File: config.mk
export PLATFORM = sky130hd
export DESIGN_NAME = fetch_unit
export DESIGN_NICKNAME = d
export VERILOG_FILES = /design/src/rtl/core_pkg.sv /design/src/rtl/fetch_unit.sv
export SDC_FILE = /design/constraint.sdc
export NUM_CORES = 1
export LEC_CHECK = 0
export ABC_CLOCK_PERIOD_IN_PS = 2360
export BUFFER_PORTS_ARGS = -buffer_cell sky130_fd_sc_hd__buf_2
export CORE_UTILIZATION = 45
export DETAILED_ROUTE_END_ITERATION = 6
export PLACE_DENSITY = 0.82
export SYNTH_ARGS = -nofsm -noshare
export SYNTH_HDL_FRONTEND = slang
export SYNTH_SLANG_ARGS = --single-unit
export TNS_END_PERCENT = 100
File: constraint.sdc
create_clock -name cache -period 2.36 [get_ports cache]
set_input_delay 0.118 -clock cache [delete_from_list [all_inputs] [get_ports cache]]
set_output_delay 0.118 -clock cache [all_outputs]
set_load 0.02 [all_outputs]
File: src/rtl/core_pkg.sv
package core_pkg;

    localparam int ram_words = 256;                     // depth of the shared data RAM in words.
    localparam int ram_index_bits = $clog2(ram_words);

    typedef logic [31:0] word_t;
    typedef logic [3:0] strb_t;                         // one bit per byte lane.
    typedef logic [31:0] addr_t;
    typedef logic [ram_index_bits-1:0] ram_index_t;

    // Op codes are fixed so that stimulus files can name them by number.
    typedef enum logic [3:0] {
        mem_none           = 4'd0,
        load_word          = 4'd1,
        load_half          = 4'd2,
        load_byte          = 4'd3,
        load_half_unsigned = 4'd4,
        load_byte_unsigned = 4'd5,
        store_word         = 4'd6,
        store_half         = 4'd7,
        store_byte         = 4'd8
    } mem_op_t;

    typedef struct packed {
        logic  write;
        addr_t addr;
        word_t wdata;
        strb_t wstrb;
    } bus_req_t;

    typedef struct packed {
        word_t rdata;                                   // undefined for write responses.
    } bus_rsp_t;

    function automatic logic is_load(mem_op_t op);
        return op inside {load_word, load_half, load_byte,
                          load_half_unsigned, load_byte_unsigned};
    endfunction

    function automatic logic is_store(mem_op_t op);
        return op inside {store_word, store_half, store_byte};
    endfunction

endpackage

File: src/rtl/fetch_unit.sv
module fetch_unit (
    input  logic               cache,
    input  logic               rstart,
    input  logic               fetch_start,
    input  core_pkg::addr_t    fetch_pc,
    input  logic               fetch_next,
    output logic               instr_valid,
    output core_pkg::word_t    instr,
    output logic               req_valid,
    output core_pkg::bus_req_t req,
    input  logic               req_ready,
    input  logic               rsp_valid,
    input  core_pkg::bus_rsp_t rsp
);

    core_pkg::addr_t pc;
    core_pkg::addr_t pc_next;
    logic            busy;                              // set from request until its response.
    logic            issue;

    // Both strobes are ignored while a word is still outstanding.
    assign issue   = !busy && (fetch_start || fetch_next);
    assign pc_next = fetch_start ? fetch_pc : pc + 32'd4;

    always_ff @(posedge cache) begin
        if (rstart) begin
            pc          <= '0;
            busy        <= 1'b0;
            req_valid   <= 1'b0;
            instr_valid <= 1'b0;
        end else begin
            instr_valid <= rsp_valid;
            if (issue) begin
                pc        <= pc_next;
                busy      <= 1'b1;
                req_valid <= 1'b1;
            end else begin
                if (req_ready) begin
                    req_valid <= 1'b0;
                end
                if (rsp_valid) begin
                    busy <= 1'b0;
                end
            end
        end
    end

    always_ff @(posedge cache) begin
        if (issue) begin
            req.write <= 1'b0;                          // fetch only ever reads.
            req.addr  <= pc_next;
            req.wdata <= '0;
            req.wstrb <= '0;
        end
        if (rsp_valid) begin
            instr <= rsp.rdata;
        end
    end

endmodule

Word-level counts from Yosys, hierarchy flattened
Cells that the tools add are included.
{ "word_totals": {"inputBits": 70, "wordCells": 17, "output_inout_bits": 103, "regBits": 99} }
{ "classes": {"reduce_logical": 5, "add_sub_neg": 1, "mux": 5} }
{ "op_table": {"columns": ["cell", "n"], "rows": [
  ["32-bit by 3-bit adder with 32-bit output (second input constant)", 1],
  ["32-bit two-way mux", 1],
  ["1-bit two-way mux", 4],
  ["2-bit nonzero test", 2],
  ["1-bit logical AND", 1],
  ["1-bit logical NOT", 1],
  ["1-bit logical OR", 1]
]} }

Longest topological paths before layout
{ "logic_depth": {"ltp_word": 3, "depth_mapped": 7, "depth_no_buf": 6} }

Worst setup path before layout
No wires, ideal clock.
{ "synth_timing": {"path_kind": "flip-flop to flip-flop", "startpoint": "reg busy", "endpoint": "reg req[36] in the netlist's numbering (enable)", "t_arrival_ns": 1.980, "slack_ns": -0.029, "setup_time_ns": 0.409, "path_buffers": 2, "t_required_ns": 1.951, "period_less_slack_ns": 2.389, "stages_incl_launch_ff": 5, "path_cell_list": "dfxtp_1 o21bai_1 inv_1 clkbuf_1 buf_1"} }
{ "synth_between": {"elab_chain_len": 2} }
{ "synth_rtl": {"columns": ["element", "line", "source"], "rows": [
  ["from (decl)", "fetch_unit.sv:18", "logic busy;"],
  ["from (signal assigned)", "fetch_unit.sv:28", "busy <= 1'b0;"],
  ["from (signal assigned)", "fetch_unit.sv:35", "busy <= 1'b1;"],
  ["from (signal assigned)", "fetch_unit.sv:42", "busy <= 1'b0;"],
  ["1-bit logical NOT", "fetch_unit.sv:22", "assign issue = !busy && (fetch_start || fetch_next);"],
  ["1-bit logical AND", "fetch_unit.sv:22", null],
  ["net issue", "fetch_unit.sv:19", "logic issue;"],
  ["to (decl)", "fetch_unit.sv:10", "output core_pkg::bus_req_t req,"]
]} }
The timed path passes the listed nets, and every way through them passes these cells.
A chain may end at the register's enable or synchronous reset.

Worst setup path after layout
{ "layout_timing": {"startpoint": "reg pc[18]", "endpoint": "reg req[65] in the netlist's numbering (data pin)"} }
{ "layout_between": {"elab_chain_len": 2} }
{ "layout_rtl": {"columns": ["element", "line", "source"], "rows": [
  ["from (decl)", "fetch_unit.sv:16", "core_pkg::addr_t pc;"],
  ["from (signal assigned)", "fetch_unit.sv:34", "pc <= pc_next;"],
  ["32-bit by 3-bit adder with 32-bit output", "fetch_unit.sv:23", "assign pc_next = fetch_start ? fetch_pc : pc + 32'd4;"],
  ["32-bit two-way mux", "fetch_unit.sv:23", null],
  ["net pc_next[29]", "fetch_unit.sv:17", "core_pkg::addr_t pc_next;"]
]} }
The timed path passes the listed nets, and every way through them passes these cells.

==> summary.md <==
| Metric | Value |
|---|---|
| Status | `complete, no violations` |
| Clk Latency, worst-skew pair | `0.37 ns` |
| First-pass GRT wire length | `18.8 mm` |
| Die Footprint | `11200 sq um` |
| P_sw | `0.00111 W` |
| Final worst path period need | `between 2 and 2.5 ns` |
| Gate count after technology mapping | `474` |
| Placed insts | `730` |
| Worst hold path startpoint | `fetch_pc[20]` |
| Clock-pin slew on the worst setup and hold paths | `0.09 ns` |
| F_max | `~460 MHz` |
| Initial antenna violation count | `0` |
| Ys async rst share | `0` |
| Period utilization | `0.927` |
| Static leakage | `2.47 nW` |
| Xor and xnor area share after synthesis | `0.0489` |
| Setup bufs post-CTS | `0` |
| Top cells by area, synth | `edfxtp_1, dfxtp_1, buf_4, nand2_1, o21ai_0` |
| Final setup fails | `0` |
| Worst r2r src | `pc[18]$_SDFFE_PP0P_` |
| CP max FO | `10` |
| Starting DRT DRC Count | `256` |
| Synth Area in Compound Gates | `0.120` |
| Clock Path Buffers | `2` |
| DP HPWL | `8.18 mm` |
| Mux cell area share after synthesis | `0.0116` |
| Post-synth top flop | `edfxtp_1` |
| WS Path Type | `flip-flop to flip-flop` |
| Antenna Cells | `0` |
| GPL Wtd Cong | `about 0.9` |
| Peak VDD IR | `0.000294 V` |
| Combinational Power Share | `0.175` |
| Non-Filler Cell Area, Final | `slightly above 6000 sq um` |
| Die W | `106 um` |
| Pint | `0.00286 W` |
| Switching share of power | `0.280` |
| NumNets Final | `709` |
| Total wire length | `11.9 mm` |
| IO Pins | `173` |
| CP arrival | `2.31 ns` |
| Startpoint Class | `flip-flop` |
| Fraction of layout cells with a size suffix above 1 | `0.271` |
| Crit. End Element | `flip-flop` |
| Die Y | `106 um` |
| Drt pass-1 iters | `4` |
| Top post-synthesis cells by count | `edfxtp_1, nand2_1, o21ai_0` |
| Most frequent cell after synthesis | `edfxtp_1` |
| Vias in the first global route | `roughly 3.8k` |
| Power per cell area | `654 nW/um^2` |
| Unrepaired setup endpoints after global routing | `false` |
| Via density per instance | `~5.2` |
| # H-tree levels | `3` |
| Non-filler cells, final | `779` |
| Num rows | `37` |
| Adder-Cell Fraction of Synth Area | `0.00259` |
| Average routed wire per standard cell | `15.3 um` |
| GRT overflow | `0` |
| Vias post-DR | `4066` |
| CTS Sinks | `99` |
| Max cap viols | `0` |
| Slew margin rel. | `0.537` |
| Synth-to-Final Area Change | `25.5%` |
| Max Slew Vio Count | `0` |
| Seq/Total Area, Yosys | `0.543` |
| Worst hold path class | `primary input to flip-flop` |
| Largest net degree at the start of global routing | `47` |
| Critical Path RT | `2.48 ns` |
| Share of power burned in registers | `0.531` |
| Critical path origin | `pc[18]$_SDFFE_PP0P_` |
| Worst-margin pin slew | `0.695 ns` |
| Num CTS Buffers | `9` |
| Total global-route track usage | `0.216` |
| Fin Clk Skew | `0.0123 ns` |
| Number of synthesized register bits | `99` |
| Synth area leader | `edfxtp_1` |
| Clk network pwr share | `0.294` |
| CORE AREA | `10400 sq um` |
| Main combinational cell family by area after synthesis | `simple AND/OR/NAND/NOR gates` |
| Detail Route Antenna Nets | `0` |
| Final hold vios | `0` |
| Fin Hold WS | `0.0310 ns` |
| Number of port buffers | `135` |
| Initial Utilization | `0.466` |
| Yosys cell types | `49` |
| Simple-gate area share of the yosys netlist | `0.191` |
| Avg Synthesized Cell Area | `10.2 sq um` |
| DRC viols | `0` |
| Synth warn | `0` |
| Post-synthesis cell area | `4830 sq um` |
| Fin Setup TNS | `0 ns` |
| Share of the synthesized area in the top cell type | `0.398` |
| Post-synth EDFFs | `64` |
| Root buf cell | `clkbuf_8` |
| Area post-placement | `between 5000 and 6000 sq um` |
| CTS tree | `built` |
[sequential cells by signal (all words and copies together) (netlist names)]
signal	flops
busy	1
instr	32
instr_valid	1
pc	32
req	32
req_valid	1
[metal layers]
metal | global-route usage | wire length [um] | vias to the layer above
met5 | 0 | 0 | -
met2 | 0.358 | 5620 | 209
met1 | 0.278 | 5140 | 1876
met3 | 0.0482 | 1030 | 13
met4 | 0.0714 | 144 | 0
li1 | - | - | 1968
[per-stage QoR]
step	util	worst slack [ns]	power [W]
after CTS	0.585	0.148	0.00399
after floorplan	-	0.0476	0.00259
after global routing	0.585	0.0640	0.00415
after global placement	0.533	0.276	0.00277
after detailed placement	0.533	0.178	0.00279
final	0.585	0.173	0.00397
[cells in the final DEF, fill, tap and decap left out, types with 5 or more instances in the layout]
cell	count
or3_1	5
dfxtp_1	35
inv_1	5
and3_1	9
nand4_1	15
a31oi_1	9
nor2_1	28
buf_4	11
xor2_1	14
a21oi_1	20
mux2_2	5
a21o_1	6
edfxtp_1	64
conb_1	37
clkbuf_8	9
nand2_1	60
dlygate4sd3_1	33
nand3_1	21
nor3_1	9
o21ai_0	39
xnor2_1	13
buf_2	135
[final cells by class]
type / instances / area, sq um
Timing Repair Buffer: 179 / 1090
Tap cell: 136 / 170
Multi-Input combinational cell: 343 / 1950
Clock inverter: 5 / 78.8
Inverter: 6 / 22.5
Sequential cell: 99 / 2620
Clock buffer: 11 / 131
Fill cell: 881 / 4300
[what timing repair did]
item,in CTS,in global routing
gates resized for setup,0,1
hold buffers,33,0
endpoints found under the hold margin,33,0
setup endpoints to repair,0,2
[worst paths after layout]
check	slack, ns	cells after the start	endpoint
max	0.17	5	req[65]$_DFFE_PP_
max reg2reg	0.17	5	req[65]$_DFFE_PP_
min	0.03	3	pc[20]$_SDFFE_PP0P_
min reg2reg	0.48	2	req_valid$_SDFFE_PP0P_
[worst max-delay path, stage by stage (launching register included)]
cell	delay, ns
dfxtp_1	0.52
nand4_1	0.25
nor4_2	0.45
nand4_1	0.28
xnor2_1	0.19
mux2_2	0.26
[power groups by stage]
stage | sequential, W | combinational (W) | clock (W)
2_1_floorplan | 0.00226 | 0.000325 | 0
3_3_place_gp | 0.00213 | 0.000638 | 0
3_5_place_dp | 0.00214 | 0.000649 | 0
4_1_cts | 0.00210 | 0.000693 | 0.00120
5_1_grt | 0.00212 | 0.000751 | 0.00128
6_report | 0.00210 | 0.000694 | 0.00117
[cell families after synthesis]
family | count (synthesis)
AND/OR/NAND/NOR | 177
flip-flops | 99
AO/OA/AOI/OAI | 96
buffers and inverters | 68
XOR/XNOR | 27
multiplexers | 5
adder cells (fa/ha/maj) | 1
other | 1
Power figures use the tool's default switching activity.
