<file path="src/rtl/core_pkg.sv">
package core_pkg;

    localparam int ram_words = 256;                     // depth of the shared data RAM in words.
    localparam int ram_index_bits = $clog2(ram_words);

    typedef logic [31:0] word_t;
    typedef logic [3:0] strb_t;                         // one bit per byte lane.
    typedef logic [31:0] addr_t;
    typedef logic [ram_index_bits-1:0] ram_index_t;

    // Op codes are fixed so that stimulus files can name them by number.
    typedef enum logic [3:0] {
        mem_none           = 4'd0,
        load_word          = 4'd1,
        load_half          = 4'd2,
        load_byte          = 4'd3,
        load_half_unsigned = 4'd4,
        load_byte_unsigned = 4'd5,
        store_word         = 4'd6,
        store_half         = 4'd7,
        store_byte         = 4'd8
    } mem_op_t;

    typedef struct packed {
        logic  write;
        addr_t addr;
        word_t wdata;
        strb_t wstrb;
    } bus_req_t;

    typedef struct packed {
        word_t rdata;                                   // undefined for write responses.
    } bus_rsp_t;

    function automatic logic is_load(mem_op_t op);
        return op inside {load_word, load_half, load_byte,
                          load_half_unsigned, load_byte_unsigned};
    endfunction

    function automatic logic is_store(mem_op_t op);
        return op inside {store_word, store_half, store_byte};
    endfunction

endpackage

</file>
<file path="src/rtl/load_align.sv">
module load_align (
    input  core_pkg::mem_op_t op,
    input  logic [1:0]        addr,
    input  core_pkg::word_t   din,
    output core_pkg::word_t   dout
);

    logic [7:0]  byte_sel;
    logic [15:0] half_sel;

    assign byte_sel = din[8*addr +: 8];
    assign half_sel = addr[1] ? din[31:16] : din[15:0];

    always_comb begin
        case (op)
            core_pkg::load_half: begin
                dout = {{16{half_sel[15]}}, half_sel};
            end
            core_pkg::load_byte: begin
                dout = {{24{byte_sel[7]}}, byte_sel};
            end
            core_pkg::load_half_unsigned: begin
                dout = {16'h0000, half_sel};
            end
            core_pkg::load_byte_unsigned: begin
                dout = {24'h000000, byte_sel};
            end
            default: begin
                // Word loads pass straight through.
                dout = din;
            end
        endcase
    end

endmodule

</file>
<file path="src/rtl/mem_stage.sv">
module mem_stage (
    input  logic               cache,
    input  logic               rstart,
    input  logic               mem_valid,
    input  core_pkg::mem_op_t  mem_op,
    input  core_pkg::addr_t    mem_addr,
    input  core_pkg::word_t    mem_wdata,
    output logic               mem_ready,
    output logic               mem_done,
    output core_pkg::word_t    mem_rdata,
    output logic               req_valid,
    output core_pkg::bus_req_t req,
    input  logic               req_ready,
    input  logic               rsp_valid,
    input  core_pkg::bus_rsp_t rsp
);

    typedef enum logic [1:0] {
        st_idle,
        st_request,
        st_response
    } state_t;

    state_t            state;
    core_pkg::mem_op_t op_q;                            // operation of the access in flight.
    core_pkg::word_t   store_data;
    core_pkg::strb_t   store_strb;
    core_pkg::word_t   load_data;
    logic              accept;

    assign mem_ready = state == st_idle;
    assign accept    = mem_valid && mem_ready;          // strobes outside idle are dropped.

    store_align u_store (
        .op   (mem_op),
        .addr (mem_addr[1:0]),
        .din  (mem_wdata),
        .dout (store_data),
        .strb (store_strb)
    );

    load_align u_load (
        .op   (op_q),
        .addr (req.addr[1:0]),
        .din  (rsp.rdata),
        .dout (load_data)
    );

    always_ff @(posedge cache) begin
        if (rstart) begin
            state     <= st_idle;
            req_valid <= 1'b0;
            mem_done  <= 1'b0;
        end else begin
            mem_done <= 1'b0;
            case (state)
                st_idle: begin
                    if (accept) begin
                        state     <= st_request;
                        req_valid <= 1'b1;
                    end
                end
                st_request: begin
                    if (req_ready) begin                // transfer happens on this edge.
                        state     <= st_response;
                        req_valid <= 1'b0;
                    end
                end
                st_response: begin
                    // Stay one more cycle so mem_ready rises after mem_done.
                    if (mem_done) begin
                        state <= st_idle;
                    end else if (rsp_valid) begin
                        mem_done <= 1'b1;
                    end
                end
                default: begin
                    state <= st_idle;
                end
            endcase
        end
    end

    always_ff @(posedge cache) begin
        if (accept) begin
            op_q      <= mem_op;
            req.write <= core_pkg::is_store(mem_op);
            req.addr  <= mem_addr;
            req.wdata <= store_data;
            req.wstrb <= store_strb;
        end
        if (rsp_valid) begin
            mem_rdata <= core_pkg::is_load(op_q) ? load_data : '0;
        end
    end

endmodule

</file>
<file path="src/rtl/store_align.sv">
module store_align (
    input  core_pkg::mem_op_t op,
    input  logic [1:0]        addr,
    input  core_pkg::word_t   din,
    output core_pkg::word_t   dout,
    output core_pkg::strb_t   strb
);

    always_comb begin
        case (op)
            core_pkg::store_word: begin
                dout = din;
                strb = 4'b1111;
            end
            core_pkg::store_half: begin
                // only addr[1] matters, halves are assumed naturally aligned.
                dout = addr[1] ? din << 16 : din;
                strb = addr[1] ? 4'b1100 : 4'b0011;
            end
            core_pkg::store_byte: begin
                dout = din << {addr, 3'b000};           // move the low byte to its lane.
                strb = 4'b0001 << addr;
            end
            default: begin
                dout = din;
                strb = '0;                              // nothing is written.
            end
        endcase
    end

endmodule

</file>
<file path="config.mk">
export PLATFORM = sky130hd
export DESIGN_NAME = mem_stage
export DESIGN_NICKNAME = d
export VERILOG_FILES = /design/src/rtl/core_pkg.sv /design/src/rtl/load_align.sv /design/src/rtl/mem_stage.sv /design/src/rtl/store_align.sv
export SDC_FILE = /design/constraint.sdc
export NUM_CORES = 1
export LEC_CHECK = 0
export BUFFER_PORTS_ARGS = -buffer_cell sky130_fd_sc_hd__buf_2
export CORE_UTILIZATION = 38
export CTS_CLUSTER_SIZE = 40
export DETAILED_ROUTE_END_ITERATION = 12
export GPL_ROUTABILITY_DRIVEN = 0
export PLACE_DENSITY = 0.63
export SLEW_MARGIN = 20
export SYNTH_ARGS = -nofsm -noshare
export SYNTH_HDL_FRONTEND = slang
export SYNTH_SLANG_ARGS = --single-unit
</file>
<file path="constraint.sdc">
create_clock -name cache -period 6.5 [get_ports cache]
set_input_delay 0.975 -clock cache [delete_from_list [all_inputs] [get_ports cache]]
set_output_delay 0.975 -clock cache [all_outputs]
set_load 0.05 [all_outputs]
</file>
After elaboration in Yosys (flattened, before gate mapping)
Index checks and enable logic that the tools add are counted.
{ "word_totals": {"input_bits": 105, "word_cells": 48, "output_inout_bits": 104, "reg_bits": 109} }
{ "classes": {"shift": 3, "bitwise": 1, "n_reduce_logical": 8, "n_eq_ne": 13, "muxes": 14} }
{ "ops": {"columns": ["op", "n"], "rows": [
  ["32-bit case mux with 4 select lines", 1],
  ["32-bit case mux with 2 select lines", 1],
  ["32-bit two-way mux", 1],
  ["32-bit by 6-bit indexed part select with 8-bit output", 1],
  ["32-bit by 5-bit left shift with 32-bit output", 1],
  ["4-bit by 3-bit equality test with 1-bit output (second input constant)", 4],
  ["16-bit two-way mux", 1],
  ["4-bit case mux with 3 select lines", 1],
  ["4-bit by 2-bit equality test with 1-bit output (second input constant)", 2],
  ["2-bit two-way mux", 3],
  ["2-bit case mux with 3 select lines", 1],
  ["3-bit AND reduction", 2],
  ["5-bit nonzero test", 1],
  ["4-bit by 1-bit equality test with 1-bit output (second input constant)", 1],
  ["4-bit equality test (second input constant)", 1],
  ["4-bit two-way mux", 1],
  ["2-bit != test (second input constant)", 2],
  ["1-bit by 2-bit left shift with 4-bit output (first input constant)", 1],
  ["1-bit two-way mux", 3],
  ["3-bit nonzero test", 1],
  ["3-bit OR reduction", 1],
  ["2-bit by 1-bit equality test with 1-bit output (second input constant)", 1],
  ["2-bit equality test (second input constant)", 1],
  ["2-bit logical NOT", 1],
  ["other kinds (5)", 5]
]} }

Longest topological paths before layout
{ "logic_depth": {"depth_word": 4, "depth_mapped": 6, "mapped_depth_nobuf": 4} }

Hierarchy
A second synthesis with hierarchy kept.
{ "hier_totals": {"hier_cells": 339, "hier_area_um2": 5185.0} }
{ "by_module_without_submodules": {"columns": ["module", "area_per_inst_um2", "cells_per_inst", "instances", "seq_area_each_um2"], "rows": [
  ["mem_stage", 3684.8, 165, 1, 3233.1],
  ["store_align", 830.8, 98, 1, 0.0],
  ["load_align", 669.4, 76, 1, 0.0]
]} }

Worst setup path after synthesis
No wires, ideal clock.
{ "synth_timing": {"path_type": "flip-flop to flip-flop", "start": "register state[0]", "end": "register op_q[0] (enable)", "arrival_ns": 2.866, "period_less_slack_ns": 3.305, "t_required_ns": 6.061, "n_path_buf": 0, "stages_incl_launch_ff": 3, "setup_ns": 0.439, "path_slack_ns": 3.195, "path_cell_list": "dfxtp_1 > nor2_1 > and2_1"} }
{ "synth_via": {"elab_chain_cells": 2} }
{ "synth_lines": {"columns": ["element", "line_no", "source"], "rows": [
  ["start: declaration", "mem_stage.sv:24", "state_t state;"],
  ["start signal: assignment", "mem_stage.sv:51", "state <= st_idle;"],
  ["start signal: assignment", "mem_stage.sv:59", "state <= st_request;"],
  ["start signal: assignment", "mem_stage.sv:65", "state <= st_response;"],
  ["2-bit logical NOT", "mem_stage.sv:31", "assign mem_ready = state == st_idle;"],
  ["named net mem_ready", "mem_stage.sv:8", "output logic mem_ready,"],
  ["1-bit logical AND", "mem_stage.sv:32", "assign accept = mem_valid && mem_ready;"],
  ["named net accept", "mem_stage.sv:29", "logic accept;"],
  ["end signal: assignment", "mem_stage.sv:86", "op_q <= mem_op;"],
  ["end: declaration", "mem_stage.sv:25", "core_pkg::mem_op_t op_q;"]
]} }
The timed path passes the listed nets, and every way through them passes these cells.
A chain may end at the register's enable or synchronous reset.

Final worst setup path
{ "layout_timing": {"start": "input port mem_addr[0]", "end": "register req[27] (netlist bit) (data pin)"} }
{ "layout_via": {"elab_chain_cells": 2} }
{ "layout_lines": {"columns": ["element", "line_no", "source"], "rows": [
  ["start: declaration", "mem_stage.sv:6", "input core_pkg::addr_t mem_addr,"],
  ["32-bit by 5-bit left shift with 32-bit output", "store_align.sv:21", "dout = din << {addr, 3'b000};"],
  ["32-bit case mux with 2 select lines", "store_align.sv:10", "case (op)"],
  ["named net store_data[23]", "mem_stage.sv:26", "core_pkg::word_t store_data;"],
  ["end: declaration", "mem_stage.sv:12", "output core_pkg::bus_req_t req,"]
]} }
The timed path passes the listed nets, and every way through them passes these cells.

==> results_dict.tcl <==
set metrics [dict create \
    grt_pass1_wl_um 18400 \
    grt_pass1_vias 3532 \
    cts_sinks 109 \
    initial_core_util_pct 39.3 \
    numCtsBuffers 9 \
    ir_worst_vdd_uv 142 \
    cts_tree "built" \
    top_layer "met4" \
    cts_resized 0 \
    syn2layout_area_growth_pct 31.1 \
    io_buffers 208 \
    dieArea_um2 12900 \
    cap_violations 0 \
    ctsLongestPathBuffers 2 \
    clk_transition_reported_paths_ns 0.08 \
    rows 40 \
    finalCriticalPeriod_ns 2.59 \
    power.share.combinational_pct 21.6 \
    netlist_area_um2 4730 \
    cts_setup_buffers 0 \
    die_h_um 114 \
    clock_skew_ns 0.0115 \
    power_density_nw_per_um2 290 \
    rsz0062_at_grt "false" \
    wl_met3_um 1050 \
    maxSlewViolCount 0 \
    worst_setup_path_end_kind "flip-flop" \
    required_ns 6.73 \
    synth-seq-cells 109 \
    postCtsHoldBufs 0 \
    drc 0 \
    pwr-share-seq_pct 47.7 \
    wl_met1_um 5140 \
    core_um2 12100 \
    routed_via_density 5.25 \
    overflow 0 \
    ys.flop_type "edfxtp_1" \
    hold_violations 0 \
    post_synth_num_cell_types 41 \
    cp_max_fo 16 \
    ios 209 \
    async_flop_share_pct 0 \
    nets 629 \
    cts_max_level 3 \
    drive_above_1_share_pct 48.4 \
    outcome "finished, final reports clean" \
    wl_um 12300 \
    final_area_um2 6210 \
    hold_ws_ns 0.549 \
    avgSynthCellArea_um2 14.7 \
    fin_crit_sh_pct 39.9 \
    p_sw_share_pct 31.1 \
    slew_headroom_pct 27.9 \
    yosys_warnings 0 \
    grt_start_max_net_pins 74 \
    power_leakage_nw 2.59 \
    synth_edf_count 105 \
    final_cell_mix "buf_2, edfxtp_1, nand2_1" \
    antenna_found_initial 0 \
    hpwl_um 8750 \
    synth_nets 426 \
    clk_latency_ns 0.36 \
    clkPwrFrac_pct 30.7 \
    placed_cell_area_um2 5920 \
    syn_inst 321 \
    via_count 3648 \
    drtAntennaViolNets 0 \
    tns_ns 0 \
    drtIter0Drc 285 \
    cts-root-buf "clkbuf_16" \
    fmax_mhz 386 \
    layout_commonest_cell "buf_2" \
    dr_wl_met2_um 5900 \
    criticalPathCategory "in2reg" \
    crit_arrival_ns 2.82 \
    switchingPower_w 0.000559 \
    hp-class "reg2reg" \
    tightestPinTransition_ns 1.07 \
    die_x_um 114 \
    avgRoutedWirePerCell_um 17.7 \
    p_int_w 0.00124 \
    diodes 0 \
    ys_seq_area_share_pct 68.3 \
    finalSetupViolCount 0 \
    drtPass1Iterations 4 \
    worst_setup_path_start_kind "primary input" \
    track_usage_pct 18.7 \
]
[cells by family after synthesis]
family	Yosys count	share of synthesized area, %
compound gates	96	15.5
simple gates	74	7.90
buf+inv	22	2.25
flops	109	68.3
xor+xnor	1	0.185
mux	19	5.89
[layout make-up]
cell class	count	area (um2)
Multi-Input combinational cell	190	1400
Clock buffer	9	225
Inverter	4	15.0
Clock inverter	5	62.6
Tap cell	168	210
Fill cell	1065	5860
Sequential cell	109	3230
Timing Repair Buffer	210	1060
[state kept, by name (all words and copies together) (netlist names)]
name       flops
req           69
mem_rdata     32
op_q           4
state          2
mem_done       1
req_valid      1
[power by group through the flow]
| stage | logic (W) | clock network [W] | registers (W) |
|---|---|---|---|
| 5_1_grt | 0.000408 | 0.000582 | 0.000864 |
| 4_1_cts | 0.000389 | 0.000559 | 0.000859 |
| 3_3_place_gp | 0.000383 | 0 | 0.000874 |
| 2_1_floorplan | 0.000102 | 0 | 0.00105 |
| 3_5_place_dp | 0.000389 | 0 | 0.000874 |
| 6_report | 0.000388 | 0.000552 | 0.000858 |
[synthesized netlist by cell type (all sizes together), types with 4 or more instances]
master  instances  area [um2]
a21oi          22         118
inv             4        15.0
a22o           14         123
edfxtp        105        3150
o21ai          11        55.1
mux2           11         124
a221o          16         160
o221a           7        78.8
and3            8        50.1
clkbuf         11        42.5
o21a            7        52.6
dfxtp           4        80.1
and2           10        62.6
nand2          25        93.8
nor2           17        63.8
mux4            6         135
buf             7        48.8
a22oi           8        60.1
[layer usage]
metal / vias to the layer above / global-route usage [%]
met5: - / 0
met4: 0 / 7.46
met3: 19 / 4.94
met2: 197 / 30.6
met1: 1745 / 23.8
li1: 1687 / -
[final timing paths]
path | cells after the start | from | slack, ns | end
max | 4 | mem_addr[0] | 3.91 | req[27]
min | 2 | mem_done | 0.55 | mem_done
max reg2reg | 3 | op_q[1] | 4.28 | mem_rdata[21]
min reg2reg | 2 | mem_done | 0.55 | mem_done
[critical path, stage by stage]
cell     delay, ns
buf_2         0.30
nor2b_1       0.62
and2_1        0.65
a221o_1       0.26
[metrics by stage]
step / setup slack, ns / util (%) / power [W] / cells
2_1_floorplan: 3.19 / - / 0.00115 / 321
3_3_place_gp: 3.58 / 49.0 / 0.00126 / 681
3_5_place_dp: 3.54 / 49.1 / 0.00126 / 681
4_1_cts: 3.90 / 51.5 / 0.00181 / 695
5_1_grt: 3.75 / 51.5 / 0.00185 / 695
6_report: 3.91 / 51.5 / 0.00180 / 695
No activity file was read; power rests on OpenSTA's default activity.
