**config.mk**
```make
export PLATFORM = sky130hd
export DESIGN_NAME = bus_arbiter
export DESIGN_NICKNAME = d
export VERILOG_FILES = /design/src/rtl/core_pkg.sv /design/src/rtl/bus_arbiter.sv
export SDC_FILE = /design/constraint.sdc
export NUM_CORES = 1
export LEC_CHECK = 0
export BUFFER_PORTS_ARGS = -buffer_cell sky130_fd_sc_hd__buf_2
export CAP_MARGIN = 30
export CORE_AREA = 8 8 116 118
export DETAILED_ROUTE_END_ITERATION = 7
export DIE_AREA = 0 0 124 126
export SYNTH_ARGS = -nofsm -noshare
export SYNTH_HDL_FRONTEND = slang
export SYNTH_SLANG_ARGS = --single-unit
```
**constraint.sdc**
```tcl
create_clock -name cache -period 2.1 [get_ports cache]
set_input_delay 0 -clock cache [delete_from_list [all_inputs] [get_ports cache]]
set_output_delay 0 -clock cache [all_outputs]
set_load 0.1 [all_outputs]
```
**src/rtl/core_pkg.sv**
```systemverilog
package core_pkg;

    localparam int ram_words = 256;                     // depth of the shared data RAM in words.
    localparam int ram_index_bits = $clog2(ram_words);

    typedef logic [31:0] word_t;
    typedef logic [3:0] strb_t;                         // one bit per byte lane.
    typedef logic [31:0] addr_t;
    typedef logic [ram_index_bits-1:0] ram_index_t;

    // Op codes are fixed so that stimulus files can name them by number.
    typedef enum logic [3:0] {
        mem_none           = 4'd0,
        load_word          = 4'd1,
        load_half          = 4'd2,
        load_byte          = 4'd3,
        load_half_unsigned = 4'd4,
        load_byte_unsigned = 4'd5,
        store_word         = 4'd6,
        store_half         = 4'd7,
        store_byte         = 4'd8
    } mem_op_t;

    typedef struct packed {
        logic  write;
        addr_t addr;
        word_t wdata;
        strb_t wstrb;
    } bus_req_t;

    typedef struct packed {
        word_t rdata;                                   // undefined for write responses.
    } bus_rsp_t;

    function automatic logic is_load(mem_op_t op);
        return op inside {load_word, load_half, load_byte,
                          load_half_unsigned, load_byte_unsigned};
    endfunction

    function automatic logic is_store(mem_op_t op);
        return op inside {store_word, store_half, store_byte};
    endfunction

endpackage

```
**src/rtl/bus_arbiter.sv**
```systemverilog
module bus_arbiter (
    input  logic               cache,
    input  logic               rstart,
    input  logic               m0_req_valid,
    input  core_pkg::bus_req_t m0_req,
    output logic               m0_req_ready,
    output logic               m0_rsp_valid,
    output core_pkg::bus_rsp_t m0_rsp,
    input  logic               m1_req_valid,
    input  core_pkg::bus_req_t m1_req,
    output logic               m1_req_ready,
    output logic               m1_rsp_valid,
    output core_pkg::bus_rsp_t m1_rsp,
    output logic               ram_en,
    output core_pkg::bus_req_t ram_req,
    input  core_pkg::word_t    ram_rdata
);

    // last_m1 is both the round-robin pointer and the id of the response due next.
    logic last_m1;
    logic rsp_pend;                                     // a transfer happened last cycle.

    // On a tie the master that did not win the previous transfer goes first.
    assign m0_req_ready = m0_req_valid && (!m1_req_valid || last_m1);
    assign m1_req_ready = m1_req_valid && (!m0_req_valid || !last_m1);

    assign ram_en  = m0_req_ready || m1_req_ready;
    assign ram_req = m1_req_ready ? m1_req : m0_req;

    always_ff @(posedge cache) begin
        if (rstart) begin
            last_m1  <= 1'b1;                           // the memory stage wins the first tie.
            rsp_pend <= 1'b0;
        end else begin
            rsp_pend <= ram_en;
            if (ram_en) begin
                last_m1 <= m1_req_ready;
            end
        end
    end

    assign m0_rsp_valid = rsp_pend && !last_m1;
    assign m1_rsp_valid = rsp_pend && last_m1;
    assign m0_rsp       = '{rdata: ram_rdata};
    assign m1_rsp       = '{rdata: ram_rdata};

endmodule

```
# Word level (Yosys, flattened, before mapping)
# Index checks and enable logic that the tools add are counted.
[word_totals]
latch_bits = 0
ramBits = 0
register_bits = 2
mem_bits_ro = 0
out_inout_bits = 138
n_memories = 0
[op_classes]
n_lt_le_gt_ge = 0
n_eq_ne = 0
add_sub_neg = 0
mul = 0
shifts = 0
mux = 1
div_mod_pow = 0
reduce_logical = 10
bitwise_logic = 0
[ops]
columns = ["op", "n"]
rows = [
  ["69-bit two-way mux", 1],
  ["1-bit logical AND", 4],
  ["1-bit logical NOT", 3],
  ["1-bit logical OR", 3],
]

# Longest topological paths before layout
# Gate-level depths: netlist of run 1.
[logic_depth]
depth_word = 4
depth_mapped = 3

# Least setup slack after synthesis of run 1
# OpenSTA, ideal clock, no wires.
[synth_timing]
path_type = "reg2out"
startpoint = "reg last_m1"
endpoint = "out m0_req_ready"
t_arrival_ns = 2.616
path_slack_ns = -0.516
path_stages_with_launch = 3
path_cell_list = "dfxtp_1 inv_1 a21boi_0"
[synth_via]
elab_chain_len = 2
[synth_rtl]
columns = ["element", "line_no", "source"]
rows = [
  ["from (decl)", "bus_arbiter.sv:20", "logic last_m1;"],
  ["from (signal assigned)", "bus_arbiter.sv:37", "last_m1 <= m1_req_ready;"],
  ["1-bit logical OR", "bus_arbiter.sv:24", "assign m0_req_ready = m0_req_valid && (!m1_req_valid || last_m1);"],
  ["1-bit logical AND", "bus_arbiter.sv:24", ""],
  ["to (decl)", "bus_arbiter.sv:6", "output logic m0_req_ready,"],
]
# No other way between the ends.

==> results.json, run 1 <==
{
  "r2r.worst_path.cells": 2,
  "status": "finished clean",
  "power_density_nw_per_um2": 746.4,
  "comb_power_share": 0.806,
  "drv_slew": 0,
  "die_area_sq_um": 15620,
  "worst_slew_pin_slew_ns": 0.5401,
  "dp_slack_ns": 0.5773,
  "finClkSkew_ns": 0,
  "grt_max_degree": 57,
  "grt_use_met1": 0.07684,
  "placedCellCount": 444,
  "p_sw_frac": 0.6594,
  "peakVddDrop_uv": 412.9,
  "grt_usage": 0.07742,
  "ctsResizeCount": 0,
  "busiest_layer": "met2",
  "grt_pass1_vias": 1586,
  "cap_violations": 0,
  "avgSynthCellArea_sq_um": 9.529,
  "gp_congestion": 0.7232,
  "slew_headroom": 0.6424,
  "end_kind": "output port",
  "cts_tree": "yes",
  "grt_pass1_wl_um": 9411,
  "dr.pass1.iters": 4,
  "nFillCells": 1313,
  "finalHoldViolations": 0,
  "power.internal_mw": 0.5745,
  "met2_usage": 0.1440,
  "initial_core_util": 0.1229,
  "final_cell_mix": "215 x buf_2, 64 x mux2_2, 5 x mux2_1",
  "cts-htree-levels": 1,
  "place_hpwl_um": 6502,
  "hold_buffers": 1,
  "leakagePower_nw": 1.216,
  "vias": 1550,
  "coreArea_sq_um": 11710,
  "yosysSeqAreaShare": 0.02783,
  "syn-cell-area_sq_um": 1439,
  "drt-total-wl_um": 7162,
  "final_nets": 477,
  "fin_hold_ws_ns": 0.00005624,
  "pwr-share-clk": 0.168,
  "ant_nets": 0,
  "crit_slowest_cell": "mux2_2",
  "synth_nets": 325,
  "ys_types": 12,
  "remaining_drc_errors": 0,
  "setup_viol": 0,
  "setup_ws_ns": 0.3519,
  "port_buffers": 215,
  "via_per_inst": 3.460,
  "drive_gt1_frac": 0.9502,
  "grtUsageMet3": 0.03530,
  "final_core_util": 0.1929,
  "whs_path_depth": 0,
  "rows": 40,
  "antenna_found_initial": 0,
  "path_class": "reg -> out",
  "slowest_delay_ns": 0.38,
  "overflow": 0,
  "switchingPower_mw": 1.112,
  "min_period_ns": 1.748,
  "area_growth_pct": 57.04,
  "first_iter_violations": 24,
  "startpoint_type": "flop",
  "chipWidth_um": 124,
  "synth_area_leaders": "mux2_2 50%, buf_4 34%, buf_6 3.9%",
  "worstPathMaxFanout": 56,
  "synth-seq-cells": 2,
  "layout.cells.non_filler": 448,
  "cts-buffers-inserted": 3,
  "detail_route.wl_per_cell_um": 15.99,
  "clkLatencyLatePin_ns": 0.22,
  "cts_root_buf": "clkbuf_16",
  "final_common_cell": "buf_2",
  "yosys.area.top_type_share": 0.5009,
  "numClockSinks": 2,
  "fp.dieH_um": 126,
  "rsz0062_at_grt": "no",
  "antenna_cells": 0,
  "syn-instance-count": 151,
  "path_cells": "a21boi_4, buf_12, mux2_2, buf_2",
  "cp.required_ns": 2.10,
  "cp.arrival_ns": 1.75,
  "post-cts-setup-buffers": 0,
  "finalCritPeriodShare": 0.8324,
  "hold_path_class": "in -> out",
  "fmax_ghz": 0.5720,
  "clock_path_buffers": 2,
  "synth_top_cell_by_area": "mux2_2",
  "tns_ns": 0,
  "clk_pin_slew_ns": 0.03,
  "yosys_warnings": 0,
  "seqPwrFrac": 0.026,
  "io_pins": 312
}
## worst max-delay path, delay by kind of cell, from the launching register on
kind / cells / cell delay [ns]
mux: 1 / 0.38
buf+inv: 2 / 0.58
flops: 1 / 0.34
compound gates: 1 / 0.18
## Yosys cell counts (all sizes together)
| library cell | instances |
|---|---|
| or2 | 1 |
| nor2b | 3 |
| and2 | 1 |
| buf | 71 |
| inv | 1 |
| mux2 | 69 |
| a21boi | 2 |
| a211o | 1 |
| dfxtp | 2 |
## worst paths after layout
check	endpoint	startpoint	slack, ns
max	ram_req[22]	last_m1$_SDFFE_PP1P_	0.35
min	m0_rsp[6]	ram_rdata[6]	0.00006
max reg2reg	last_m1$_SDFFE_PP1P_	last_m1$_SDFFE_PP1P_	1.23
min reg2reg	last_m1$_SDFFE_PP1P_	last_m1$_SDFFE_PP1P_	0.59
## cell type report
class / count / area [sq um] / share of cell area
multi-input combinational: 77 / 843.3 / 0.3732
clock buffer: 3 / 75.07 / 0.03322
inverter: 1 / 3.754 / 0.001661
timing repair buffer: 218 / 1114 / 0.4928
sequential: 2 / 40.04 / 0.01772
tap: 147 / 183.9 / 0.08140
## power groups by stage
stage / logic (mW) / registers (mW) / clock network (mW)
4_1_cts: 1.38 / 0.0442 / 0.287
6_report: 1.36 / 0.0440 / 0.283
3_5_place_dp: 1.37 / 0.0446 / 0
2_1_floorplan: 1.69 / 0.0439 / 0
5_1_grt: 1.41 / 0.0447 / 0.291
3_3_place_gp: 1.37 / 0.0443 / 0
## cell families (layout without fill, tap and decap cells)
kind of cell           Yosys count  in the layout  share of synthesized area
flip-flops                       2              2                    0.02783
AND/OR/NAND/NOR                  5              5                    0.02175
AO/OA/AOI/OAI                    3              3                    0.02435
buffers and inverters           72            222                     0.3861
multiplexers                    69             69                     0.5400
## registers in the layout, summed over array words and instances (netlist names)
name / count
rsp_pend: 1
last_m1: 1
## per-stage QoR
step / power, mW / cell area, sq um
after global routing: 1.741 / 2260
after CTS: 1.707 / 2260
final: 1.687 / 2260
after detailed placement: 1.415 / 2175
after global placement: 1.414 / 2175
after floorplan: 1.730 / 1439
## layer usage
layer	share of wire	up-vias	routed length, um
met2	0.50	111	3606
li1	-	758	-
met3	0.18	8	1323
met4	0.0035	0	25
met1	0.31	673	2206
met5	0	-	0
Power figures use the tool's default switching activity.
==> run 2: changes to the inputs <==
--- a/config.mk
+++ b/config.mk
@@ -5,6 +5,7 @@
 export SDC_FILE = /design/constraint.sdc
 export NUM_CORES = 1
 export LEC_CHECK = 0
+export ABC_AREA = 1
 export BUFFER_PORTS_ARGS = -buffer_cell sky130_fd_sc_hd__buf_2
 export CAP_MARGIN = 30
 export CORE_AREA = 8 8 116 118
==> constraint.sdc (replaced) <==
create_clock -name cache -period 1.4 [get_ports cache]
set_input_delay 0 -clock cache [delete_from_list [all_inputs] [get_ports cache]]
set_output_delay 0 -clock cache [all_outputs]
set_load 0.1 [all_outputs]
==> run 2 against run 1 <==
  * Die area is the same
  * Synthesized cell count is 110% higher
  * Critical path depth is 2 higher
  * Hold slack is essentially flat
  * Sequential power is 49% higher
  * Non-clock buffer count grew 9
  * Clock-buffer cell count unchanged
  * First-iteration DRC count grew to 3.7 times the previous value
  * Sequential share of layout area decreased by 0.63 points
  * Clock skew is 0.0023 ns higher
  * Critical path type unchanged
  * Largest power group unchanged
  * Highest routed layer unchanged
==> results.json, run 2 <==
{
  "cts-buffers-inserted": 3,
  "antenna_cells": 0,
  "avgSynthCellArea_sq_um": 5.182,
  "ant_nets": 0,
  "io_pins": 312,
  "cts_root_buf": "clkbuf_16",
  "vias": 2437,
  "cts-htree-levels": 1,
  "clk_pin_slew_ns": 0.03,
  "r2r.worst_path.cells": 4,
  "grt_pass1_wl_um": 13320,
  "fin_hold_ws_ns": 0.00004826,
  "clkLatencyLatePin_ns": 0.22,
  "ys.flop_type": "dfxtp_1",
  "status": "finished clean",
  "post_dp_cell_area_sq_um": 3595,
  "peakVddDrop_uv": 463.2,
  "antenna_found_initial": 0,
  "die_area_sq_um": 15620,
  "crit-reg2reg-launch": "last_m1$_SDFFE_PP1P_",
  "rows": 40,
  "tns_ns": 0,
  "drt-total-wl_um": 10090,
  "finClkSkew_ns": 0.002261,
  "via_per_inst": 4.048,
  "finalHoldViolations": 0,
  "cap_violations": 0,
  "synth_nets": 485,
  "crit_path_end": "ram_req[53]",
  "async_flop_share": 0,
  "syn-instance-count": 311,
  "fp.dieH_um": 126,
  "dr.pass1.iters": 4,
  "coreArea_sq_um": 11710,
  "initial_core_util": 0.1376,
  "crit_start": "last_m1$_SDFFE_PP1P_",
  "postLayoutCellArea_sq_um": 3831,
  "yosysSeqAreaShare": 0.02484,
  "numClockSinks": 2,
  "startpoint_type": "flop",
  "cp.arrival_ns": 1.35,
  "r2r-end": "last_m1$_SDFFE_PP1P_",
  "cts_tree": "yes",
  "setup_viol": 0,
  "yosysMostFrequentCell": "nand2_1",
  "min_period_ns": 1.349,
  "grt_usage": 0.1078,
  "yosys_warnings": 0,
  "syn-cell-area_sq_um": 1612,
  "nFillCells": 1262,
  "chipWidth_um": 124,
  "finalCritPeriodShare": 0.9632,
  "rsz0062_at_grt": "yes",
  "ys_types": 11,
  "gp_congestion": 0.7714,
  "grt_pass1_vias": 2462,
  "leakagePower_nw": 2.063,
  "first_iter_violations": 89,
  "synth-edff-count": 0,
  "port_buffers": 215,
  "final_cell_mix": "143 x buf_2, 76 x buf_12, 73 x nand2_1",
  "overflow": 0,
  "drive_gt1_frac": 0.6681,
  "drv_slew": 0,
  "worst_slew_pin_slew_ns": 0.4977,
  "final_nets": 631,
  "fmax_ghz": 0.7415,
  "remaining_drc_errors": 0,
  "seqCellArea_sq_um": 43.79,
  "top_regs": "last_m1 x1, rsp_pend x1",
  "clock_path_buffers": 2,
  "synth_area_leaders": "nand2_1 33%, buf_4 30%, nand3_1 22%",
  "cp.required_ns": 1.40,
  "worstPathMaxFanout": 17,
  "final_common_cell": "buf_2",
  "place_hpwl_um": 7476,
  "multiInputGateArea_sq_um": 1115,
  "grt_max_degree": 36,
  "hold_path_class": "in -> out",
  "synth-seq-cells": 2,
  "synth_top_cell_by_area": "nand2_1",
  "power_density_nw_per_um2": 935.3,
  "slew_headroom": 0.6705,
  "synth_common_cells": "141 x nand2_1, 71 x nand3_1, 64 x buf_4",
  "detail_route.wl_per_cell_um": 16.77,
  "path_class": "reg -> out",
  "ff2ff_setup_slack_ns": 0.45,
  "area_growth_pct": 137.7,
  "yosys.area.top_type_share": 0.3284,
  "end_kind": "output port"
}
## run 2: where the power goes
part | switching [mW] | internal [mW]
registers | 0.00434 | 0.0613
logic | 2.02 | 1.08
clock network | 0.0615 | 0.363
total | 2.08 | 1.50
## run 2: logic make-up after synthesis
group	after synthesis	share of synthesized area
flops	2	0.02485
compound gates	1	0.003103
simple gates	215	0.5621
buf+inv	93	0.4099
## run 2: how the worst min path moves through the flow
stage	start	end	slack, ns	cells past startpoint
finish	ram_rdata[8]	m0_rsp[8]	0.00005	0
global route	ram_rdata[14]	m1_rsp[14]	0.0002	0
CTS	ram_rdata[20]	m0_rsp[20]	0.001	0
floorplan	rstart	last_m1$_SDFFE_PP1P_	0.12	2
global placement	ram_rdata[20]	m0_rsp[20]	0.001	0
detailed placement	ram_rdata[20]	m0_rsp[20]	0.001	0
## run 2: repair_timing
action / in CTS / in global routing
gates resized for setup: 3 / 3
buffers inserted: 1 / 0
gates cloned: 1 / 4
endpoints found under the setup margin: 69 / 54
hold buffers: 0 / 0
pin swaps: 1 / 2
## run 2: layout make-up
type,count,area share
Clock buffer,3,0.01960
Inverter,7,0.006858
Multi-Input combinational cell,216,0.2910
Sequential cell,2,0.01143
Tap cell,147,0.04801
Timing Repair Buffer,227,0.6231
## run 2: routing by layer
layer,vias up,part of all wire,routed length [um],GRT usage
met5,-,0,0,0
met4,0,0.035,353,0.05322
met3,33,0.12,1206,0.03843
met2,136,0.52,5231,0.1978
met1,1063,0.33,3302,0.1025
li1,1205,-,-,-
## run 2: per-stage QoR
step | total power [mW] | setup WS (ns) | std cells | util
after detailed placement | 3.083 | 0.1654 | 593 | 0.3069
after global routing | 3.710 | -0.02197 | 602 | 0.3271
after floorplan | 2.774 | 0.009405 | 311 | -
after global placement | 3.069 | 0.1732 | 593 | 0.3069
final | 3.583 | 0.05147 | 602 | 0.3271
after CTS | 3.549 | 0.008261 | 598 | 0.3169
## run 2: critical path, stage by stage (launching register included)
cell and delay, ns:
dfxtp_4 0.36, nand2_8 0.10, nand2_8 0.13, clkbuf_16 0.20, nand2_1 0.07, nand2_2 0.08
buf_12 0.17
